## config.mk

```make
export PLATFORM = sky130hd
export DESIGN_NAME = mem_arbiter_top
export DESIGN_NICKNAME = d
export VERILOG_FILES = /design/src/verilog/arb_bus_pkg.sv /design/src/verilog/arb_ctrl_pkg.sv /design/src/verilog/arbiter_issue_fsm.sv /design/src/verilog/arbiter_starve_timer.sv /design/src/verilog/arbiter_matching_queue.sv /design/src/verilog/arbiter_response_router.sv /design/src/verilog/mem_arbiter_top.sv
export SDC_FILE = /design/constraint.sdc
export NUM_CORES = 1
export LEC_CHECK = 0
export BUFFER_PORTS_ARGS = -buffer_cell sky130_fd_sc_hd__buf_2
export CORE_AREA = 2 2 106 108
export CTS_CLUSTER_SIZE = 14
export DETAILED_ROUTE_END_ITERATION = 8
export DIE_AREA = 0 0 108 110
export GPL_TIMING_DRIVEN = 0
export PLACE_DENSITY_LB_ADDON = 0.25
export SYNTH_ARGS = -nofsm -noshare
export SYNTH_HDL_FRONTEND = slang
export SYNTH_SLANG_ARGS = --single-unit
export TNS_END_PERCENT = 30
```

## constraint.sdc

```tcl
create_clock -name iCLOCK -period 4.13 [get_ports iCLOCK]
set_input_delay 0.413 -clock iCLOCK [delete_from_list [all_inputs] [get_ports iCLOCK]]
set_output_delay 0.413 -clock iCLOCK [all_outputs]
set_load 0.05 [all_outputs]
```

## src/verilog/arb_bus_pkg.sv

```systemverilog
package arb_bus_pkg;

	// Memory port address width
	localparam int ADDR_W = 32;

	// Read and write data width
	localparam int DATA_W = 32;

	// Byte address as seen by both masters and the memory
	typedef logic [ADDR_W-1:0] addr_t;

	// One data word
	typedef logic [DATA_W-1:0] data_t;

endpackage

```

## src/verilog/arb_ctrl_pkg.sv

```systemverilog
package arb_ctrl_pkg;

	// Owner of an outstanding request
	typedef logic [0:0] master_id_t;

	localparam master_id_t MASTER_INSTR = 1'b0;
	localparam master_id_t MASTER_DATA  = 1'b1;

	// Priority mode of the issue FSM
	typedef enum logic [0:0] {
		ARB_PRIO_M0,
		ARB_FORCE_M1
	} arb_state_t;

endpackage

```

## src/verilog/arbiter_issue_fsm.sv

```systemverilog
`timescale 1ns/1ps

module arbiter_issue_fsm (
	input  logic                 iCLOCK,
	input  logic                 inRESET,
	// Instruction fetch master
	input  logic                 m0_req,
	input  arb_bus_pkg::addr_t   m0_addr,
	output logic                 m0_gnt,
	// Data access master
	input  logic                 m1_req,
	input  logic                 m1_we,
	input  arb_bus_pkg::addr_t   m1_addr,
	input  arb_bus_pkg::data_t   m1_wdata,
	output logic                 m1_gnt,
	// Memory request side
	output logic                 mem_req,
	output logic                 mem_we,
	output arb_bus_pkg::addr_t   mem_addr,
	output arb_bus_pkg::data_t   mem_wdata,
	input  logic                 mem_busy,
	// Matching queue push side
	output logic                 push,
	output arb_ctrl_pkg::master_id_t push_owner,
	input  logic                 queue_full,
	// From the starvation timer
	input  logic                 starve_expired
);

	import arb_ctrl_pkg::*;

	arb_state_t state_q;
	arb_state_t state_d;

	logic issue_ok;
	logic sel_m0;
	logic sel_m1;

	// A request can only leave when memory and queue both have room
	assign issue_ok = !mem_busy && !queue_full;

	// Pick the winner for this cycle
	always_comb begin
		sel_m0 = 1'b0;
		sel_m1 = 1'b0;
		if (issue_ok) begin
			if (state_q == ARB_FORCE_M1) begin
				// Data master goes first after starving
				if (m1_req) begin
					sel_m1 = 1'b1;
				end else if (m0_req) begin
					sel_m0 = 1'b1;
				end
			end else begin
				if (m0_req) begin
					sel_m0 = 1'b1;
				end else if (m1_req) begin
					sel_m1 = 1'b1;
				end
			end
		end
	end

	assign m0_gnt = sel_m0;
	assign m1_gnt = sel_m1;

	// Winner's operands go straight to memory
	assign mem_req   = sel_m0 || sel_m1;
	assign mem_we    = sel_m1 && m1_we;
	assign mem_addr  = sel_m1 ? m1_addr : m0_addr;
	assign mem_wdata = m1_wdata;

	// Owner is recorded in the same cycle as the issue
	assign push       = mem_req;
	assign push_owner = sel_m1 ? MASTER_DATA : MASTER_INSTR;

	// Priority mode
	always_comb begin
		state_d = state_q;
		case (state_q)
			ARB_PRIO_M0: begin
				if (starve_expired && !sel_m1) begin
					state_d = ARB_FORCE_M1;
				end
			end
			ARB_FORCE_M1: begin
				// Back to normal once master 1 is served or gives up
				if (sel_m1 || !m1_req) begin
					state_d = ARB_PRIO_M0;
				end
			end
			default: begin
				state_d = ARB_PRIO_M0;
			end
		endcase
	end

	always_ff @(posedge iCLOCK or negedge inRESET) begin
		if (!inRESET) begin
			state_q <= ARB_PRIO_M0;
		end else begin
			state_q <= state_d;
		end
	end

endmodule

```

## src/verilog/arbiter_starve_timer.sv

```systemverilog
`timescale 1ns/1ps

module arbiter_starve_timer #(
	parameter int STARVE_LIMIT = 4
) (
	input  logic iCLOCK,
	input  logic inRESET,
	input  logic m1_req,
	input  logic m1_gnt,
	output logic starve_expired
);

	// Wide enough to hold STARVE_LIMIT itself
	localparam int CNT_W = $clog2(STARVE_LIMIT + 1);

	logic [CNT_W-1:0] wait_cnt;

	assign starve_expired = (wait_cnt == CNT_W'(STARVE_LIMIT));

	// Counts cycles master 1 waits without a grant
	always_ff @(posedge iCLOCK or negedge inRESET) begin
		if (!inRESET) begin
			wait_cnt <= '0;
		end else if (!m1_req || m1_gnt) begin
			wait_cnt <= '0;
		end else if (!starve_expired) begin
			// Saturate at the limit
			wait_cnt <= wait_cnt + CNT_W'(1);
		end
	end

endmodule

```

## src/verilog/arbiter_matching_queue.sv

```systemverilog
`timescale 1ns/1ps

module arbiter_matching_queue #(
	parameter int QUEUE_DEPTH   = 8,
	parameter int QUEUE_DEPTH_N = 3
) (
	input  logic                      iCLOCK,
	input  logic                      inRESET,
	// Pipeline flush
	input  logic                      flush,
	// Push side
	input  logic                      wr_req,
	input  arb_ctrl_pkg::master_id_t  wr_flag,
	output logic                      wr_full,
	// Pop side
	input  logic                      rd_req,
	output logic                      rd_valid,
	output arb_ctrl_pkg::master_id_t  rd_flag,
	output logic                      rd_empty
);

	import arb_ctrl_pkg::*;

	// One extra bit tells full from empty
	logic [QUEUE_DEPTH_N:0]   wr_cnt;
	logic [QUEUE_DEPTH_N:0]   rd_cnt;
	logic [QUEUE_DEPTH_N:0]   fill;
	logic [QUEUE_DEPTH_N-1:0] wr_idx;
	logic [QUEUE_DEPTH_N-1:0] rd_idx;

	logic       [QUEUE_DEPTH-1:0] entry_valid;
	master_id_t                   owner_mem [QUEUE_DEPTH];

	logic do_push;
	logic do_pop;

	assign fill     = wr_cnt - rd_cnt;
	assign wr_full  = fill[QUEUE_DEPTH_N];
	assign rd_empty = (wr_cnt == rd_cnt);

	assign wr_idx = wr_cnt[QUEUE_DEPTH_N-1:0];
	assign rd_idx = rd_cnt[QUEUE_DEPTH_N-1:0];

	assign do_push = wr_req && !wr_full;
	assign do_pop  = rd_req && !rd_empty;

	always_ff @(posedge iCLOCK or negedge inRESET) begin
		if (!inRESET) begin
			wr_cnt      <= '0;
			rd_cnt      <= '0;
			entry_valid <= '0;
		end else begin
			// Flush kills every outstanding entry but keeps the counters
			if (flush) begin
				entry_valid <= '0;
			end
			if (do_push) begin
				wr_cnt              <= wr_cnt + 1'b1;
				entry_valid[wr_idx] <= 1'b1;
			end
			if (do_pop) begin
				rd_cnt              <= rd_cnt + 1'b1;
				entry_valid[rd_idx] <= 1'b0;
			end
		end
	end

	// Owner flags
	always_ff @(posedge iCLOCK) begin
		if (do_push) begin
			owner_mem[wr_idx] <= wr_flag;
		end
	end

	// Head entry counts as flushed already in the flush cycle
	assign rd_valid = entry_valid[rd_idx] && !flush;
	assign rd_flag  = owner_mem[rd_idx];

endmodule

```

## src/verilog/arbiter_response_router.sv

```systemverilog
`timescale 1ns/1ps

module arbiter_response_router (
	// Memory response
	input  logic                      mem_rvalid,
	input  arb_bus_pkg::data_t        mem_rdata,
	// Head of the matching queue
	output logic                      rd_req,
	input  logic                      rd_valid,
	input  arb_ctrl_pkg::master_id_t  rd_flag,
	// Instruction master response
	output logic                      m0_rvalid,
	output arb_bus_pkg::data_t        m0_rdata,
	// Data master response
	output logic                      m1_rvalid,
	output arb_bus_pkg::data_t        m1_rdata
);

	import arb_ctrl_pkg::*;

	logic deliver;

	// Every response retires one queue entry
	assign rd_req = mem_rvalid;

	// Flushed entries swallow their response
	assign deliver = mem_rvalid && rd_valid;

	assign m0_rvalid = deliver && (rd_flag == MASTER_INSTR);
	assign m1_rvalid = deliver && (rd_flag == MASTER_DATA);

	// Data is shared, the valid pulse picks the owner
	assign m0_rdata = mem_rdata;
	assign m1_rdata = mem_rdata;

endmodule

```

## src/verilog/mem_arbiter_top.sv

```systemverilog
`timescale 1ns/1ps

module mem_arbiter_top #(
	parameter int QUEUE_DEPTH   = 8,
	parameter int QUEUE_DEPTH_N = 3,
	parameter int STARVE_LIMIT  = 4
) (
	input  logic               iCLOCK,
	input  logic               inRESET,
	input  logic               flush,
	// Instruction fetch master
	input  logic               m0_req,
	input  arb_bus_pkg::addr_t m0_addr,
	output logic               m0_gnt,
	output logic               m0_rvalid,
	output arb_bus_pkg::data_t m0_rdata,
	// Data access master
	input  logic               m1_req,
	input  logic               m1_we,
	input  arb_bus_pkg::addr_t m1_addr,
	input  arb_bus_pkg::data_t m1_wdata,
	output logic               m1_gnt,
	output logic               m1_rvalid,
	output arb_bus_pkg::data_t m1_rdata,
	// Shared memory port
	output logic               mem_req,
	output logic               mem_we,
	output arb_bus_pkg::addr_t mem_addr,
	output arb_bus_pkg::data_t mem_wdata,
	input  logic               mem_busy,
	input  logic               mem_rvalid,
	input  arb_bus_pkg::data_t mem_rdata
);

	import arb_ctrl_pkg::*;

	// Issue side to queue
	logic       push;
	master_id_t push_owner;
	logic       queue_full;

	// Queue to response side
	logic       pop;
	logic       head_valid;
	master_id_t head_owner;

	logic starve_expired;

	arbiter_issue_fsm u_issue (
		.iCLOCK         (iCLOCK),
		.inRESET        (inRESET),
		.m0_req         (m0_req),
		.m0_addr        (m0_addr),
		.m0_gnt         (m0_gnt),
		.m1_req         (m1_req),
		.m1_we          (m1_we),
		.m1_addr        (m1_addr),
		.m1_wdata       (m1_wdata),
		.m1_gnt         (m1_gnt),
		.mem_req        (mem_req),
		.mem_we         (mem_we),
		.mem_addr       (mem_addr),
		.mem_wdata      (mem_wdata),
		.mem_busy       (mem_busy),
		.push           (push),
		.push_owner     (push_owner),
		.queue_full     (queue_full),
		.starve_expired (starve_expired)
	);

	arbiter_starve_timer #(
		.STARVE_LIMIT (STARVE_LIMIT)
	) u_starve (
		.iCLOCK         (iCLOCK),
		.inRESET        (inRESET),
		.m1_req         (m1_req),
		.m1_gnt         (m1_gnt),
		.starve_expired (starve_expired)
	);

	// Empty flag is not needed here, the router pops only on responses
	arbiter_matching_queue #(
		.QUEUE_DEPTH   (QUEUE_DEPTH),
		.QUEUE_DEPTH_N (QUEUE_DEPTH_N)
	) u_queue (
		.iCLOCK   (iCLOCK),
		.inRESET  (inRESET),
		.flush    (flush),
		.wr_req   (push),
		.wr_flag  (push_owner),
		.wr_full  (queue_full),
		.rd_req   (pop),
		.rd_valid (head_valid),
		.rd_flag  (head_owner),
		.rd_empty ()
	);

	arbiter_response_router u_router (
		.mem_rvalid (mem_rvalid),
		.mem_rdata  (mem_rdata),
		.rd_req     (pop),
		.rd_valid   (head_valid),
		.rd_flag    (head_owner),
		.m0_rvalid  (m0_rvalid),
		.m0_rdata   (m0_rdata),
		.m1_rvalid  (m1_rvalid),
		.m1_rdata   (m1_rdata)
	);

endmodule

```

==> After elaboration in Yosys (flattened, before gate mapping) <==
Memory sizes are Yosys's and may differ from the RTL's.
Cells that the tools add are included.
{ "word_totals": {"regBits": 20, "ramBits": 8, "inputBits": 136, "out_inout_bits": 134, "wordCells": 67, "memories": 1} }
{ "op_classes": {"n_addsub": 4, "order_cmp": 4, "n_eq_ne": 3, "muxes": 26, "bitwise_logic": 5, "n_reduce_logical": 19} }
{ "mem_list": {"columns": ["memory", "words", "width", "read_ports", "rd_clocked_by_memory_dff", "wr", "line_no", "text"], "rows": [
  ["u_queue.owner_mem", 8, 1, 1, 0, 1, "arbiter_matching_queue.sv:32", "master_id_t owner_mem [QUEUE_DEPTH];"]
]} }
{ "op_table": {"columns": ["cell", "count"], "rows": [
  ["32-bit 2-to-1 mux", 1],
  ["8-bit 2-to-1 mux", 3],
  ["1-bit 2-to-1 mux", 16],
  ["1-bit logical AND", 11],
  ["4-bit by 1-bit adder with 4-bit output (second input constant)", 2],
  ["8-bit bitwise AND", 1],
  ["3-bit by 4-bit < comparator with 1-bit output (second input constant)", 2],
  ["8-bit NOT", 1],
  ["8-bit OR", 1],
  ["1-bit demux with 3-bit select", 2],
  ["3-bit by 1-bit >= comparator with 1-bit output (second input constant)", 2],
  ["1-bit logical NOT", 6],
  ["3-bit 2-to-1 mux", 2],
  ["4-bit equality test", 1],
  ["4-bit subtractor", 1],
  ["3-bit by 1-bit adder with 3-bit output (second input constant)", 1],
  ["1-bit binary-select mux with 3-bit select", 1],
  ["3-bit equality test (second input constant)", 1],
  ["1-bit logical OR", 2],
  ["2-bit != test (second input constant)", 1],
  ["1-bit NOT", 2],
  ["1-bit case mux with 2 select lines", 1]
]} }

==> Depth between registers and ports, before layout <==
{ "depth": {"ltp_word": 9, "mapped_depth": 9, "depth_no_buf": 6} }

==> By module <==
Synthesis repeated with hierarchy kept, for this count alone.
{ "unflattened": {"cells_unflattened": 294, "hier_area_um2": 2919.0} }
{ "by_module_without_submodules": {"columns": ["mod", "n_inst", "cells_each", "area_per_inst_um2", "seq_area_each_um2"], "rows": [
  ["arbiter_matching_queue", 1, 129, 1368.8, 640.6],
  ["arbiter_issue_fsm", 1, 80, 863.3, 25.0],
  ["arbiter_response_router", 1, 67, 504.2, 0.0],
  ["arbiter_starve_timer", 1, 18, 182.7, 75.1]
]} }

==> Worst setup path after synthesis <==
No wires, ideal clock.
{ "synth_timing": {"path_type": "reg-to-output", "from": "register u_queue.rd_cnt[2]", "to": "output port m0_gnt", "arrival_ns": 2.599, "required_time_ns": 3.717, "path_slack_ns": 1.118, "stages_incl_launch_ff": 8, "n_path_buf": 1, "cell_sequence": "dfrtp_1 -> clkbuf_1 -> inv_1 -> ha_1 -> and3b_1 -> nor3_4 -> nor2_1 -> nor3_1"} }
{ "synth_via": {"elab_chain_len": 4} }
{ "synth_lines": {"columns": ["item", "line_no", "text"], "rows": [
  ["from (decl)", "arbiter_matching_queue.sv:26", "logic [QUEUE_DEPTH_N:0] rd_cnt;"],
  ["from (signal assigned)", "arbiter_matching_queue.sv:62", "rd_cnt <= rd_cnt + 1'b1;"],
  ["4-bit subtractor", "arbiter_matching_queue.sv:37", "assign fill = wr_cnt - rd_cnt;"],
  ["1-bit logical NOT", "arbiter_issue_fsm.sv:40", "assign issue_ok = !mem_busy && !queue_full;"],
  ["1-bit logical AND", "arbiter_issue_fsm.sv:40", null],
  ["1-bit 2-to-1 mux", "arbiter_issue_fsm.sv:46", "if (issue_ok) begin"],
  ["to (decl)", "mem_arbiter_top.sv:14", "output logic m0_gnt,"]
]} }
Every way passes these cells.

==> Worst setup path in the final report <==
{ "layout_timing": {"from": "register u_queue.rd_cnt[2]", "to": "output port mem_addr[25]"} }
{ "layout_via": {"elab_chain_len": 5} }
{ "layout_lines": {"columns": ["item", "line_no", "text"], "rows": [
  ["4-bit subtractor", "arbiter_matching_queue.sv:37", null],
  ["1-bit logical NOT", "arbiter_issue_fsm.sv:40", null],
  ["1-bit logical AND", "arbiter_issue_fsm.sv:40", null],
  ["1-bit 2-to-1 mux", "arbiter_issue_fsm.sv:46", null],
  ["32-bit 2-to-1 mux", "arbiter_issue_fsm.sv:70", "assign mem_addr = sel_m1 ? m1_addr : m0_addr;"],
  ["to (decl)", "mem_arbiter_top.sv:28", "output arb_bus_pkg::addr_t mem_addr,"]
]} }
Every way passes these cells.

==> flow_summary.json <==
{
  "cp.required_ns": 3.72,
  "hpwl_um": 7099,
  "syn-num-nets": 435,
  "post_drt_wl_per_cell_um": 12.76,
  "synthDistinctLibCells": 43,
  "dieArea_um2": 11880,
  "drt_iter0_drc": 74,
  "cts_resized": 0,
  "arrival_ns": 2.95,
  "detail-route-antenna-nets": 0,
  "placed_area_um2": 3959,
  "fmax_ghz": 0.2969,
  "crit_path_start_kind": "flop",
  "syn_inst": 292,
  "drt_drc_violations_left": 0,
  "io_pins": 270,
  "grt_pass1_vias": 2493,
  "skew_ns": 0.008296,
  "min_period_ns": 3.368,
  "num_vias": 2602,
  "diodes": 0,
  "track_usage_pct": 12.97,
  "worst_slew_pin_slew_ns": 0.5236,
  "synth_area_um2": 2758,
  "tritoncts": "done",
  "synth_ff_type": "dfrtp_1",
  "whs_ns": 0.06763,
  "rsz0062_at_grt": "false",
  "clk_latency_ns": 0.28,
  "cts_buffers": 3,
  "gr-total-overflow": 0,
  "htreeDepth": 1,
  "drt_wl_total_um": 8179,
  "fp.dieH_um": 110,
  "drive_gt1_share_pct": 70.46,
  "post_cts_buffers": 0,
  "top_layer": "met4",
  "cts.path.max_buffers": 2,
  "area_delta_synth_final_pct": 46.14,
  "grt_pass1_wl_um": 12230,
  "worst_hold_path_type": "input port to asynchronous set/reset pin",
  "p_leak_uw": 0.002234,
  "power-per-cell-area_nw_per_um2": 524.3,
  "wl_met2_um": 4398,
  "ys_ff_latch": 28,
  "synth_area_per_cell_um2": 9.444,
  "hold_buffers": 0,
  "ys_seq_area_share_pct": 26.86,
  "dp.cells": 637,
  "fin_cells": 641,
  "first_pass_iters": 4,
  "grt_max_degree": 21,
  "fin_area_um2": 4030,
  "setup_viol": 0,
  "via_per_inst": 4.059,
  "coreArea_um2": 10700,
  "relSlewSlack_pct": 64.72,
  "cts.sinks": 28,
  "finalCritPeriodShare_pct": 81.55,
  "antenna_found_initial": 0,
  "start_util_pct": 25.78,
  "maxCapViolations": 0,
  "layout.nets": 645,
  "rows": 38,
  "crit_fanout": 10,
  "cts-root-buf": "clkbuf_8",
  "yosys_warnings": 0,
  "synth_edf_count": 8,
  "place.gp.congestion": 0.8193,
  "tns_ns": 0,
  "endpoint_kind": "primary output",
  "route.met3.wl_um": 580,
  "io_buffers": 205,
  "die_x_um": 108,
  "hold_viol": 0,
  "crit_type": "flop to primary output",
  "async_flop_share_pct": 71.43,
  "status": "finished, final reports clean",
  "met1Wirelength_um": 3123,
  "irDropWorstVdd_v": 0.0001931,
  "clk_pin_slew_ns": 0.10,
  "slew_violations": 0
}
[sequential cells by signal (all words and copies together), names as in the netlist]
register,flops
u_issue.state_q,1
u_queue.owner_mem,8
u_starve.wait_cnt,3
u_queue.rd_cnt,4
u_queue.entry_valid,8
u_queue.wr_cnt,4
[routing by layer]
metal  global-route usage, %  up-vias
met1                   15.65     1169
li1                        -     1310
met4                   3.022        0
met5                       0        -
met3                   2.469        5
met2                   23.85      118
[layout make-up]
class / instances / area [µm²]
clock inverters: 1 / 30.03
flip-flops and latches: 28 / 740.7
repair buffers: 205 / 1026
fillers: 1153 / 6668
clock buffers: 3 / 41.29
multi-input cells: 148 / 1190
plain buffers: 102 / 774.5
well taps: 140 / 175.2
inverters: 14 / 52.55
[synth_stat cells, types with 2 or more instances]
library cell  number  area [µm²]
nor2b_1            7       43.79
mux2i_1            5       50.05
dfrtp_1           20       500.5
or2_2              4       25.02
o31ai_1            2       15.01
nor3_1             4       20.02
inv_1             14       52.55
and3_1             3       18.77
o22ai_1            3       18.77
xnor2_1            7       61.31
nand2_1            7       26.28
nand3b_1           2       15.01
o21ai_0           11       55.05
mux2_2            32       360.4
o211ai_1           3       22.52
xor2_1             2       17.52
nand2b_1          10       62.56
o21bai_1           2       15.01
ha_1               7       87.58
mux2_4             2       30.03
buf_4             97       728.2
nand3_1            2       10.01
nor2_1            11       41.29
edfxtp_1           8       240.2
nor4_1             2       12.51
mux4_2             2       45.04
buf_6              2       22.52
a21oi_1            6       30.03
[cell families (layout without fill, tap and decap cells)]
kind of cell | count (synthesis) | after routing | synth area share (%)
muxes | 41 | 41 | 17.60
xor gates and xnor gates | 9 | 9 | 2.859
AOI/OAI and AO/OA | 35 | 35 | 8.167
and+or+nand+nor | 56 | 56 | 11.34
buffers and inverters | 116 | 325 | 29.99
adders and majority gates | 7 | 7 | 3.176
DFF | 28 | 28 | 26.86
[cells in the final DEF, fill, tap and decap left out, types with 4 or more instances in the layout]
cell type	n
buf_2	206
buf_4	97
mux2_2	32
dfrtp_1	20
inv_1	14
nor2_1	11
o21ai_0	11
nand2b_1	10
edfxtp_1	8
xnor2_1	7
nand2_1	7
nor2b_1	7
ha_1	7
a21oi_1	6
mux2i_1	5
nor3_1	4
or2_2	4
[critical path, stage by stage, from the launching register on]
cell	delay, ns
dfrtp_1	0.33
clkbuf_1	0.35
inv_1	0.09
ha_1	0.36
a21oi_1	0.28
a21oi_2	0.17
o21ai_2	0.20
buf_6	0.18
buf_8	0.15
mux2_2	0.34
buf_2	0.21
[report_power, final]
group | leakage [µW] | switching (µW) | internal [µW] | total (µW)
logic | 0.00186 | 927 | 514 | 1440
registers | 0.000333 | 77.1 | 375 | 452
clock network | 0.0000357 | 90.5 | 130 | 221
[final timing paths]
path,start,endpoint,slack [ns],cells after the start
worst min register to register,u_queue.entry_valid[6],u_queue.entry_valid[6],0.54,2
worst max register to register,u_queue.rd_cnt[2],u_queue.owner_mem[7],1.60,9
min in group iCLOCK,mem_rvalid,u_queue.rd_cnt[2],0.42,3
max in group asynchronous,inRESET,u_starve.wait_cnt[2],3.73,1
worst max-delay path,u_queue.rd_cnt[2],mem_addr[25],0.76,10
worst min-delay path,inRESET,u_queue.rd_cnt[2],0.07,1
[stage by stage]
stage | power (µW) | worst slack [ns] | util, %
finish | 2113 | 0.7621 | 37.67
detailed placement | 1905 | 1.053 | 37.01
global placement | 1888 | 1.066 | 37.01
CTS | 2133 | 0.7149 | 37.67
global route | 2269 | 0.5099 | 37.67
floorplan | 1600 | 1.118 | -
Power figures use the tool's default switching activity.
